$ cat src/macPkg.sv
package macPkg;

    // Number formats
    typedef logic [7:0]        fp8T;   // E5M2
    typedef logic [15:0]       fp16T;  // IEEE half
    typedef logic [1:0]        slotT;  // Accumulator index and phase
    typedef logic signed [6:0] sexpT;  // Biased exponent before range checks

    typedef enum logic [1:0] {
        Idle = 2'd0,
        Mac  = 2'd1,
        Load = 2'd2
    } cmdT;

    localparam int SlotCount = 4;   // One slot per pipeline stage
    localparam int Fp8Bias = 15;
    localparam int Fp16ExpMax = 31;
    localparam fp16T HalfNan = 16'h7FFF;
    localparam logic [4:0] HalfInfExp = 5'b11111;

    // Operands entering the multiplier
    typedef struct packed {
        logic valid;
        slotT slot;
        fp8T  a;
        fp8T  b;
        fp16T acc;
    } issueT;

    typedef struct packed {
        logic       valid;
        slotT       slot;
        logic       nan;
        logic       inf;
        logic       zero;
        logic       sign;
        sexpT       exp;
        logic [7:0] mant;  // 1.0 sits at bit 6
        fp16T       acc;
    } rawProdT;

    typedef struct packed {
        logic valid;
        slotT slot;
        fp16T product;
        fp16T acc;
    } prodStageT;

    // Also used for direct loads
    typedef struct packed {
        logic valid;
        slotT slot;
        fp16T value;
    } writebackT;

endpackage
$ cat src/macTile.sv
`timescale 1ns/10ps

module macTile (
    input  logic         clk,
    input  logic         rst_n,
    input  macPkg::cmdT  cmd,
    input  macPkg::fp8T  a,
    input  macPkg::fp8T  b,
    input  macPkg::fp16T loadValue,
    output macPkg::slotT phase,
    output macPkg::fp16T accOut
);
    macPkg::fp16T [macPkg::SlotCount-1:0] accValues;
    macPkg::issueT     issue;
    macPkg::writebackT loadReq;
    macPkg::rawProdT   prod;
    macPkg::prodStageT stage;
    macPkg::writebackT wb;

    opSelect opSelect_i (
        .clk       (clk),
        .rst_n     (rst_n),
        .cmd       (cmd),
        .a         (a),
        .b         (b),
        .loadValue (loadValue),
        .accValues (accValues),
        .phase     (phase),
        .accCur    (accOut),
        .issue     (issue),
        .loadReq   (loadReq)
    );

    // Stage 1
    fp8Multiply fp8Multiply_i (
        .clk        (clk),
        .rst_n      (rst_n),
        .a          (issue.a),
        .b          (issue.b),
        .accValue   (issue.acc),
        .slot       (issue.slot),
        .issueValid (issue.valid),
        .prod       (prod)
    );

    // Stage 2
    productRound productRound_i (
        .clk   (clk),
        .rst_n (rst_n),
        .prod  (prod),
        .stage (stage)
    );

    // Stage 3
    fp16Add fp16Add_i (
        .clk   (clk),
        .rst_n (rst_n),
        .stage (stage),
        .wb    (wb)
    );

    accumulatorBank accumulatorBank_i (
        .clk       (clk),
        .rst_n     (rst_n),
        .loadReq   (loadReq),
        .wb        (wb),
        .accValues (accValues)
    );

endmodule

$ cat src/accumulatorBank.sv
`timescale 1ns/10ps

module accumulatorBank (
    input  logic                                  clk,
    input  logic                                  rst_n,
    input  macPkg::writebackT                     loadReq,
    input  macPkg::writebackT                     wb,
    output macPkg::fp16T [macPkg::SlotCount-1:0] accValues
);
    // Load and writeback never hit the same slot in one cycle
    always_ff @(posedge clk) begin
        if (!rst_n) begin
            accValues <= '0;
        end else begin
            for (int i = 0; i < macPkg::SlotCount; i++) begin
                if (loadReq.valid && loadReq.slot == macPkg::slotT'(i)) begin
                    accValues[i] <= loadReq.value;
                end else if (wb.valid && wb.slot == macPkg::slotT'(i)) begin
                    accValues[i] <= wb.value;  // Result of the op issued 4 cycles back
                end
            end
        end
    end

endmodule

$ cat src/fp16Add.sv
`timescale 1ns/10ps

module fp16Add (
    input  logic              clk,
    input  logic              rst_n,
    input  macPkg::prodStageT stage,
    output macPkg::writebackT wb
);
    macPkg::fp16T p;
    macPkg::fp16T c;
    logic         pNan, pInf;
    logic         cNan, cInf;
    logic         swap;
    macPkg::fp16T bigOp;
    macPkg::fp16T smallOp;
    logic [4:0]   bigExp;
    logic [4:0]   smallExp;
    logic [4:0]   expDiff;
    logic [13:0]  bigFrame;
    logic [13:0]  smallFrame;
    logic [13:0]  lostMask;
    logic [13:0]  aligned;
    logic [14:0]  sum;
    logic [3:0]   lz;
    logic [3:0]   lShift;
    logic [13:0]  norm;
    logic [5:0]   normExp;
    logic         roundUp;
    logic [11:0]  rounded;
    logic [5:0]   finalExp;
    logic [9:0]   finalMant;
    macPkg::fp16T sumHalf;

    assign p = stage.product;
    assign c = stage.acc;

    assign pNan = (p[14:10] == macPkg::HalfInfExp) && (p[9:0] != 10'd0);
    assign pInf = (p[14:10] == macPkg::HalfInfExp) && (p[9:0] == 10'd0);
    assign cNan = (c[14:10] == macPkg::HalfInfExp) && (c[9:0] != 10'd0);
    assign cInf = (c[14:10] == macPkg::HalfInfExp) && (c[9:0] == 10'd0);

    // Larger magnitude first and the product wins a tie
    assign swap    = c[14:0] > p[14:0];
    assign bigOp   = swap ? c : p;
    assign smallOp = swap ? p : c;

    assign bigExp     = (bigOp[14:10] == 5'd0) ? 5'd1 : bigOp[14:10];
    assign smallExp   = (smallOp[14:10] == 5'd0) ? 5'd1 : smallOp[14:10];
    assign bigFrame   = {bigOp[14:10] != 5'd0, bigOp[9:0], 3'b000};
    assign smallFrame = {smallOp[14:10] != 5'd0, smallOp[9:0], 3'b000};

    // Align with sticky so large gaps collapse into the sticky bit
    assign expDiff  = bigExp - smallExp;
    assign lostMask = (14'd1 << expDiff) - 14'd1;
    assign aligned  = (smallFrame >> expDiff) | {13'd0, |(smallFrame & lostMask)};

    assign sum = (bigOp[15] == smallOp[15]) ? {1'b0, bigFrame} + {1'b0, aligned}
                                            : {1'b0, bigFrame} - {1'b0, aligned};

    always_comb begin
        lz = 4'd14;  // All zero
        for (int i = 0; i < 14; i++) begin
            if (sum[i]) begin
                lz = 4'(13 - i);
            end
        end
    end

    // Stop the left shift at the minimum exponent
    assign lShift = (5'(lz) < bigExp - 5'd1) ? lz : 4'(bigExp - 5'd1);

    always_comb begin
        if (sum[14]) begin
            norm = {sum[14:2], sum[1] | sum[0]};  // Carry out
            normExp = 6'(bigExp) + 6'd1;
        end else begin
            norm = sum[13:0] << lShift;
            normExp = 6'(bigExp) - 6'(lShift);
        end
    end

    assign roundUp = norm[2] & (norm[3] | norm[1] | norm[0]);
    assign rounded = {1'b0, norm[13:3]} + 12'(roundUp);

    // Renormalize when rounding carries past the hidden bit
    assign finalExp  = rounded[11] ? normExp + 6'd1 : normExp;
    assign finalMant = rounded[9:0];  // Zero after such a carry

    always_comb begin
        if (pNan || cNan || (pInf && cInf && (p[15] != c[15]))) begin
            sumHalf = macPkg::HalfNan;
        end else if (pInf || cInf || finalExp >= macPkg::Fp16ExpMax) begin
            sumHalf = {bigOp[15], macPkg::HalfInfExp, 10'd0};
        end else if (sum == 15'd0) begin
            sumHalf = {bigOp[15], 15'd0};
        end else if (rounded[11] || rounded[10]) begin
            sumHalf = {bigOp[15], finalExp[4:0], finalMant};
        end else begin
            sumHalf = {bigOp[15], 5'd0, finalMant};  // Subnormal result
        end
    end

    always_ff @(posedge clk) begin
        if (!rst_n) begin
            wb.valid <= 1'b0;
        end else begin
            wb.valid <= stage.valid;
            wb.slot <= stage.slot;
            wb.value <= sumHalf;
        end
    end

endmodule

$ cat src/productRound.sv
`timescale 1ns/10ps

module productRound (
    input  logic              clk,
    input  logic              rst_n,
    input  macPkg::rawProdT   prod,
    output macPkg::prodStageT stage
);
    logic [2:0]   lz;
    logic [7:0]   normMant;
    macPkg::sexpT normExp;
    logic [3:0]   rShift;
    logic [13:0]  frame;
    logic [13:0]  lostMask;
    logic [13:0]  shifted;
    logic         roundUp;
    logic [10:0]  rounded;
    macPkg::fp16T prodHalf;

    // Leading zeros of the raw product, highest set bit wins
    always_comb begin
        lz = 3'd0;
        for (int i = 0; i < 8; i++) begin
            if (prod.mant[i]) begin
                lz = 3'(7 - i);
            end
        end
    end

    assign normMant = prod.mant << lz;
    assign normExp  = prod.exp + 7'sd1 - $signed({4'b0000, lz});

    // Right shift into the subnormal range
    assign rShift   = (normExp > 7'sd0) ? 4'd0 : 4'(7'sd1 - normExp);
    assign frame    = {normMant, 6'b000000};  // Hidden bit at 13, G R S at 2..0
    assign lostMask = (14'd1 << rShift) - 14'd1;
    assign shifted  = (frame >> rShift) | {13'd0, |(frame & lostMask)};

    // Nearest even
    assign roundUp = shifted[2] & (shifted[3] | shifted[1] | shifted[0]);
    assign rounded = shifted[13:3] + 11'(roundUp);

    always_comb begin
        if (prod.nan) begin
            prodHalf = macPkg::HalfNan;
        end else if (prod.inf || normExp >= macPkg::Fp16ExpMax) begin
            prodHalf = {prod.sign, macPkg::HalfInfExp, 10'd0};
        end else if (prod.zero || normExp < -10) begin
            prodHalf = '0;
        end else if (rounded[10]) begin
            // Rounding out of the subnormal range lands on exponent 1
            prodHalf = {prod.sign, (normExp > 7'sd0) ? 5'(normExp) : 5'd1, rounded[9:0]};
        end else begin
            prodHalf = {prod.sign, 5'd0, rounded[9:0]};
        end
    end

    always_ff @(posedge clk) begin
        if (!rst_n) begin
            stage.valid <= 1'b0;
        end else begin
            stage.valid <= prod.valid;
            stage.slot <= prod.slot;
            stage.product <= prodHalf;
            stage.acc <= prod.acc;
        end
    end

endmodule

$ cat src/fp8Multiply.sv
`timescale 1ns/10ps

module fp8Multiply (
    input  logic            clk,
    input  logic            rst_n,
    input  macPkg::fp8T     a,
    input  macPkg::fp8T     b,
    input  macPkg::fp16T    accValue,
    input  macPkg::slotT    slot,
    input  logic            issueValid,
    output macPkg::rawProdT prod
);
    logic [4:0] aExp;
    logic [4:0] bExp;
    logic [4:0] aEff;
    logic [4:0] bEff;
    logic       aNan, aInf, aZero, aSub;
    logic       bNan, bInf, bZero, bSub;
    logic [3:0] aSig;
    logic [3:0] bSig;
    logic       nanNext, infNext, zeroNext;

    assign aExp = a[6:2];
    assign bExp = b[6:2];

    // Operand classes
    assign aNan  = (aExp == 5'h1f) && (a[1:0] != 2'b00);
    assign aInf  = (aExp == 5'h1f) && (a[1:0] == 2'b00);
    assign aZero = (aExp == 5'h00) && (a[1:0] == 2'b00);
    assign aSub  = (aExp == 5'h00) && (a[1:0] != 2'b00);
    assign bNan  = (bExp == 5'h1f) && (b[1:0] != 2'b00);
    assign bInf  = (bExp == 5'h1f) && (b[1:0] == 2'b00);
    assign bZero = (bExp == 5'h00) && (b[1:0] == 2'b00);
    assign bSub  = (bExp == 5'h00) && (b[1:0] != 2'b00);

    assign nanNext  = aNan | bNan | (aInf & bZero) | (aZero & bInf);
    assign infNext  = ~nanNext & (aInf | bInf);
    assign zeroNext = ~nanNext & ~infNext & (aZero | bZero | (aSub & bSub));

    // Subnormals act as exponent 1 with no hidden bit
    assign aEff = aSub ? 5'd1 : aExp;
    assign bEff = bSub ? 5'd1 : bExp;
    assign aSig = {aExp != 5'd0, a[1:0], 1'b0};
    assign bSig = {bExp != 5'd0, b[1:0], 1'b0};

    always_ff @(posedge clk) begin
        if (!rst_n) begin
            prod.valid <= 1'b0;
        end else begin
            prod.valid <= issueValid;
            prod.slot <= slot;
            prod.nan <= nanNext;
            prod.inf <= infNext;
            prod.zero <= zeroNext;
            prod.sign <= a[7] ^ b[7];
            prod.exp <= 7'(aEff) + 7'(bEff) - 7'(macPkg::Fp8Bias);  // FP16 biased
            prod.mant <= aSig * bSig;
            prod.acc <= accValue;
        end
    end

endmodule

$ cat src/opSelect.sv
`timescale 1ns/10ps

module opSelect (
    input  logic                                  clk,
    input  logic                                  rst_n,
    input  macPkg::cmdT                           cmd,
    input  macPkg::fp8T                           a,
    input  macPkg::fp8T                           b,
    input  macPkg::fp16T                          loadValue,
    input  macPkg::fp16T [macPkg::SlotCount-1:0] accValues,
    output macPkg::slotT                          phase,
    output macPkg::fp16T                          accCur,
    output macPkg::issueT                         issue,
    output macPkg::writebackT                     loadReq
);
    // Free running slot rotation
    always_ff @(posedge clk) begin
        if (!rst_n) begin
            phase <= '0;
        end else if (phase == macPkg::slotT'(macPkg::SlotCount - 1)) begin
            phase <= '0;
        end else begin
            phase <= phase + 2'd1;
        end
    end

    assign accCur = accValues[phase];  // Also the visible accOut

    always_comb begin
        issue.valid = (cmd == macPkg::Mac);
        issue.slot = phase;
        issue.a = a;
        issue.b = b;
        issue.acc = accCur;

        loadReq.valid = (cmd == macPkg::Load);
        loadReq.slot = phase;
        loadReq.value = loadValue;
    end

endmodule

$ cat config.mk
export PLATFORM = sky130hd
export DESIGN_NAME = macTile
export DESIGN_NICKNAME = d
export VERILOG_FILES = /design/src/macPkg.sv /design/src/macTile.sv /design/src/accumulatorBank.sv /design/src/fp16Add.sv /design/src/productRound.sv /design/src/fp8Multiply.sv /design/src/opSelect.sv
export SDC_FILE = /design/constraint.sdc
export NUM_CORES = 1
export LEC_CHECK = 0
export BUFFER_PORTS_ARGS = -buffer_cell sky130_fd_sc_hd__buf_2
export CORE_ASPECT_RATIO = 0.9
export CORE_MARGIN = 2
export CORE_UTILIZATION = 55
export CTS_CLUSTER_DIAMETER = 60
export CTS_CLUSTER_SIZE = 40
export DETAILED_ROUTE_END_ITERATION = 12
export GPL_TIMING_DRIVEN = 0
export PLACE_DENSITY_LB_ADDON = 0.15
export RECOVER_POWER = 100
export SYNTH_ARGS = -nofsm -noshare
export SYNTH_HDL_FRONTEND = slang
export SYNTH_SLANG_ARGS = --single-unit
$ cat constraint.sdc
create_clock -name clk -period 17 [get_ports clk]
set_input_delay 2.55 -clock clk [delete_from_list [all_inputs] [get_ports clk]]
set_output_delay 2.55 -clock clk [all_outputs]
set_load 0.05 [all_outputs]
==> results of run 1 <==
## path summary, 6_finish.rpt
| path | start | to | slack (ns) | cells after the start |
|---|---|---|---|---|
| hold reg to reg | fp8Multiply_i.prod[8]$_DFFE_PP_ | productRound_i.stage[8]$_DFFE_PP_ | 0.42 | 0 |
| setup reg to reg | productRound_i.stage[23]$_SDFFCE_PP1P_ | fp16Add_i.wb[0]$_SDFFCE_PP1P_ | 1.53 | 62 |
| hold / removal | fp8Multiply_i.prod[8]$_DFFE_PP_ | productRound_i.stage[8]$_DFFE_PP_ | 0.42 | 0 |
| setup / recovery | productRound_i.stage[23]$_SDFFCE_PP1P_ | fp16Add_i.wb[0]$_SDFFCE_PP1P_ | 1.53 | 62 |
## synth_stat cells (21+ instances only)
master and count:
a21oi_1 80, clkbuf_1 64, dfxtp_1 69, edfxtp_1 87, ha_1 81, inv_1 87
mux2i_1 113, nand2_1 196, nand3_1 25, nor2_1 103, nor3_1 35, o211a_1 64
o21ai_0 75, xnor2_1 34, xor2_1 21
## metrics by stage
stage          area, sq um  utilization (%)
2_1_floorplan        13700                -
5_1_grt              15000             61.5
4_1_cts              15100             61.7
3_5_place_dp         14400             59.2
6_report             15000             61.5
3_3_place_gp         14400             59.1
## registers in the layout, indices dropped and copies added, names as in the netlist
name and cells:
accumulatorBank_i.accValues 64, fp8Multiply_i.prod 36, productRound_i.stage 35, fp16Add_i.wb 19, opSelect_i.phase 2
## placed cells by master, fill, tap and decap left out, types with 9 or more instances in the layout
cell type,count
xor2_1,21
nor3_1,35
o211ai_1,17
nand2b_1,15
or3_1,11
nor4_1,15
a31oi_1,18
o211a_1,64
a21o_1,20
a21oi_1,81
ha_1,81
mux2i_1,113
nand2_1,196
mux2_2,13
clkbuf_1,88
xnor2_1,34
nor2_1,103
inv_1,87
mux4_2,19
dfxtp_1,69
nand4_1,20
buf_2,37
nand3_1,25
a22oi_1,9
edfxtp_1,87
and2_1,13
a211oi_1,12
and3_1,11
clkbuf_16,17
buf_1,9
or2_2,10
o31ai_1,12
o21ai_0,77
## layer usage
layer	vias up	GRT usage, %	share of wire (%)
li1	5861	-	-
met1	5951	45.1	45
met2	594	48.1	44
met3	73	4.71	8.8
met4	0	8.83	2.2
met5	-	0	0
## layout make-up
class,count,area (sq um)
fillers,2147,9400
multi-input cells,1204,8980
flip-flops and latches,156,3990
clock buffers,17,425
well taps,336,420
plain buffers,89,400
inverters,89,337
repair buffers,54,243
clock inverters,15,195
## kinds of logic after synthesis
kind of cell    Yosys count
buf+inv                 178
compound gates          407
mux                     153
simple gates            500
flops                   156
xor+xnor                 56
fa+ha+maj                88
## worst max-delay path: cells and delay by family (launching register included)
family,cells,cell delay (ns)
compound gates,23,5.52
flops,1,0.53
xor+xnor,2,0.80
buf+inv,12,3.08
mux,1,0.47
simple gates,18,2.84
fa+ha+maj,6,1.86
==> results.ini, run 1 <==
[sta]
min_period_ns = 15.47
hold_viol_final = 0
fmax_ghz = 0.0646
holdWs_ns = 0.420
rsz0062_at_grt = no
setup-tns-final_ns = 0
fin_worst_skew_ns = 0.0245
slew_headroom_pct = -172
worstMarginPinSlew_ns = 4.08
fin_ws_ns = 1.53
slew_violations = 78
fin_crit_sh_pct = 91.0
finalSetupViolations = 0

[global_routing]
grt_max_degree = 78
grt_pass1_vias = 11748
grtUsageTotal_pct = 31.1
grt-ovfl-total = 0
antenna_found_initial = 0
grt_pass1_wl_um = 63900

[yosys]
yosys-mux-area-fraction_pct = 13.3
synth_area_sq_um = 13700
ys.flop_type = edfxtp_1
ys_ff_latch = 156
synth-simple-area-share_pct = 17.9
synth_compound_area_share_pct = 22.3
synth_enable_flop_cells = 87
synth.avg_cell_area_sq_um = 8.92
synth-adder-area-share_pct = 8.41
synth_nets = 1662
netlist.area_leader.share_pct = 19.0
synth_seq_area_share_pct = 29.1
synth_area_leaders = edfxtp_1, dfxtp_1, mux2i_1
synth_area_leader_cell = edfxtp_1
yosysWarnings = 0
synthXorXnorAreaFrac_pct = 3.63
ys_async_sr_fraction_pct = 0
synth_cell_types = 99
synth_top_family_by_area = compound AO/OA/AOI/OAI gates
syn_inst = 1538

[status]
violations = capacitance limit, slew limit
status = finished with violations

[cts]
cts_tree = built
cts_resized = 0
clockBufferDepth = 2
postCtsSetupBuffers = 0
cts.sinks = 156
clk_pin_slew_ns = 0.07
numCtsBuffers = 17
root_buffer = clkbuf_16
clk_latency_ns = 0.44
htreeDepth = 4
cts_hold_buf = 0

[floorplanning]
die_y_um = 154
core_sq_um = 24400
rows = 54
die_w_um = 170
die_area_sq_um = 26200
io_pins = 54
start_util_pct = 56.2

[critical_path]
critical-path-slowest-cell = a21oi_1
start_kind = register
cp.arrival_ns = 15.58
critPathKind = register to register
cpMostUsedCell = a21oi_1
cp-end-kind = register
cp_slowest_stage_delay_ns = 0.62
cp_max_fo = 10
cp.required_ns = 17.11

[routing]
routedWlPerCell_um = 20.5
vias_per_cell = 6.37
ant_nets = 0
vias = 12479
drt_first_pass_iters = 6
wl_um = 40200
drc = 0
drt_iter0_drc = 1447

[layout]
finalNetCount = 1735
fin_cells = 1960
syn2layout_area_growth_pct = 9.30
drive_gt1_share_pct = 10.0
diodes = 0

[worst_hold_path]
min_path_type = register to register

[job]
max_cap_viol_count = 1

[placement]
pre_cts_slack_ns = 2.33
portBuffers = 53
routabilityCongestion = 0.965
dp_hpwl_um = 30200
place_inst = 1928

Power of run 1 is left out: the tool's default activity adds up to more than one toggle a clock period on the data nets, which glitch-free logic cannot reach.
==> run 2, diff against run 1 <==
Settings changed: CORE_UTILIZATION 55 to 50.
==> run 2 against run 1 <==
The flow still finishes with violations (capacitance limit, slew limit). Register-to-register slack worse by 0.36 ns. Clock skew down 0.0072 ns. Flip-flop and latch count unchanged. Sequential share of layout area down 0.071 points. Fmax down 2.3%. Final area up 0.27%. Final cell count up 0.92%. Critical path type unchanged. Largest cell class unchanged.
==> results.ini, run 2 (synthesized netlist as in run 1, its figures left out) <==
[status]
status = finished with violations  ; unchanged
violations = capacitance limit, slew limit  ; unchanged

[cts]
numCtsBuffers = 17  ; unchanged
clk_latency_ns = 0.44  ; about the same
cts_hold_buf = 0  ; unchanged
root_buffer = clkbuf_16  ; unchanged
cts.sinks = 156  ; unchanged
cts_tree = built  ; unchanged
clockBufferDepth = 2  ; unchanged
clk_pin_slew_ns = 0.08  ; was 0.07 ns
postCtsSetupBuffers = 0  ; unchanged
htreeDepth = 4  ; unchanged
cts_resized = 0  ; unchanged

[routing]
drc = 0  ; unchanged
vias = 12325  ; was 12479
ant_nets = 0  ; unchanged
routedWlPerCell_um = 20.3  ; was 20.5 um
vias_per_cell = 6.23  ; was 6.37
wl_um = 40200  ; about the same
drt_first_pass_iters = 5  ; was 6
drt_iter0_drc = 1385  ; was 1447

[floorplanning]
die_w_um = 179  ; was 170 um
io_pins = 54  ; unchanged
die_area_sq_um = 28800  ; was 26200 sq um
rows = 57  ; was 54
start_util_pct = 50.9  ; was 56.2%
die_y_um = 161  ; was 154 um
core_sq_um = 27000  ; was 24400 sq um

[layout]
final_common_cell = nand2_1  ; unchanged
syn2layout_area_growth_pct = 9.59  ; was 9.30%
largest_reg_flops = 64  ; unchanged
drive_gt1_share_pct = 10.1  ; was 10.0%
top_regs = accumulatorBank_i.accValues x64, fp8Multiply_i.prod x36, productRound_i.stage x35  ; unchanged
final_core_util_pct = 55.8  ; was 61.5%
diodes = 0  ; unchanged
finalNetCount = 1735  ; unchanged
final_cell_mix = nand2_1, mux2i_1, nor2_1, clkbuf_1  ; unchanged
top_register = accumulatorBank_i.accValues  ; unchanged
fill_cells = 2442  ; was 2147

[critical_path]
cp.arrival_ns = 15.95  ; was 15.58 ns
cp.required_ns = 17.12  ; was 17.11 ns
endpoint = fp16Add_i.wb[2]$_SDFFCE_PP1P_  ; was fp16Add_i.wb[0]$_SDFFCE_PP1P_
cp-end-kind = register  ; unchanged
startpoint = productRound_i.stage[4]$_DFFE_PP_  ; was productRound_i.stage[23]$_SDFFCE_PP1P_
cp_slowest_stage_delay_ns = 0.74  ; was 0.62 ns
critPathKind = register to register  ; unchanged
r2r-start = productRound_i.stage[4]$_DFFE_PP_  ; was productRound_i.stage[23]$_SDFFCE_PP1P_
ff2ff_setup_slack_ns = 1.17  ; was 1.53 ns
cpMostUsedCell = a21oi_1  ; unchanged
cp_max_fo = 10  ; unchanged
critical-path-slowest-cell = o31ai_1  ; was a21oi_1
reg2regPathDepth = 61  ; was 62
r2r-end = fp16Add_i.wb[2]$_SDFFCE_PP1P_  ; was fp16Add_i.wb[0]$_SDFFCE_PP1P_
start_kind = register  ; unchanged

[placement]
portBuffers = 53  ; unchanged
pre_cts_slack_ns = 2.04  ; was 2.33 ns
routabilityCongestion = 0.994  ; was 0.965
dp_hpwl_um = 30300  ; was 30200 um

[sta]
min_period_ns = 15.83  ; was 15.47 ns
holdWs_ns = 0.409  ; was 0.420 ns
setup-tns-final_ns = 0  ; unchanged
worstMarginPinSlew_ns = 3.53  ; was 4.08 ns
hold_viol_final = 0  ; unchanged
fin_crit_sh_pct = 93.1  ; was 91.0%
slew_headroom_pct = -136  ; was -172%
fin_worst_skew_ns = 0.0174  ; was 0.0245 ns
finalSetupViolations = 0  ; unchanged
slew_violations = 69  ; was 78
rsz0062_at_grt = no  ; unchanged
fmax_ghz = 0.0632  ; was 0.0646 GHz
fin_ws_ns = 1.17  ; was 1.53 ns

[global_routing]
grt_pass1_wl_um = 64100  ; was 63900 um
grtUsageTotal_pct = 28.5  ; was 31.1%
antenna_found_initial = 0  ; unchanged
grt-ovfl-total = 0  ; unchanged
grt_pass1_vias = 11749  ; was 11748
grt_max_degree = 69  ; was 78

[worst_hold_path]
min_path_type = register to register  ; unchanged

[job]
max_cap_viol_count = 1  ; unchanged

[run 2: cell type report]
cell class                 instances  area, sq um  share of cell area [%]
clock inverter                    15          209                    1.39
tap                              354          443                    2.95
multi-input combinational       1204         8980                    59.8
clock buffer                      17          425                    2.83
buffer                            89          400                    2.66
timing repair buffer              54          243                    1.61
sequential                       156         3990                    26.6
inverter                          89          337                    2.24
[run 2: through the flow]
stage | instances | instance area [sq um]
after global placement | 1945 | 14400
after CTS | 1978 | 15100
after floorplan | 1538 | 13700
after detailed placement | 1946 | 14500
after global routing | 1978 | 15000
final | 1978 | 15000
[run 2: critical path, delay by kind of cell (launching register included)]
| kind | cells | cell delay (ns) |
|---|---|---|
| AND/OR/NAND/NOR | 16 | 2.47 |
| multiplexers | 1 | 0.48 |
| XOR/XNOR | 2 | 0.78 |
| buffers and inverters | 11 | 2.96 |
| adder cells (fa/ha/maj) | 6 | 1.92 |
| flip-flops | 1 | 0.59 |
| AO/OA/AOI/OAI | 25 | 6.24 |
[run 2: worst min-delay path by stage]
stage	to	cells after the start	from	slack, ns
final	fp16Add_i.wb[16]$_DFFE_PP_	0	productRound_i.stage[32]$_DFFE_PP_	0.41
after global routing	fp16Add_i.wb[16]$_DFFE_PP_	0	productRound_i.stage[32]$_DFFE_PP_	0.41
after CTS	productRound_i.stage[33]$_DFFE_PP_	0	fp8Multiply_i.prod[36]$_DFFE_PP_	0.41
after detailed placement	productRound_i.stage[13]$_DFFE_PP_	0	fp8Multiply_i.prod[13]$_DFFE_PP_	0.40
after global placement	productRound_i.stage[32]$_DFFE_PP_	0	fp8Multiply_i.prod[35]$_DFFE_PP_	0.40
after floorplan	fp16Add_i.wb[16]$_DFFE_PP_	0	productRound_i.stage[32]$_DFFE_PP_	0.40
[run 2: layer usage]
layer	GRT usage (%)	part of all wire, %
met1	41.4	46
met2	44.0	44
met3	3.55	7.6
met4	8.76	2.6
met5	0	0
Power of run 2 is left out for the same reason.
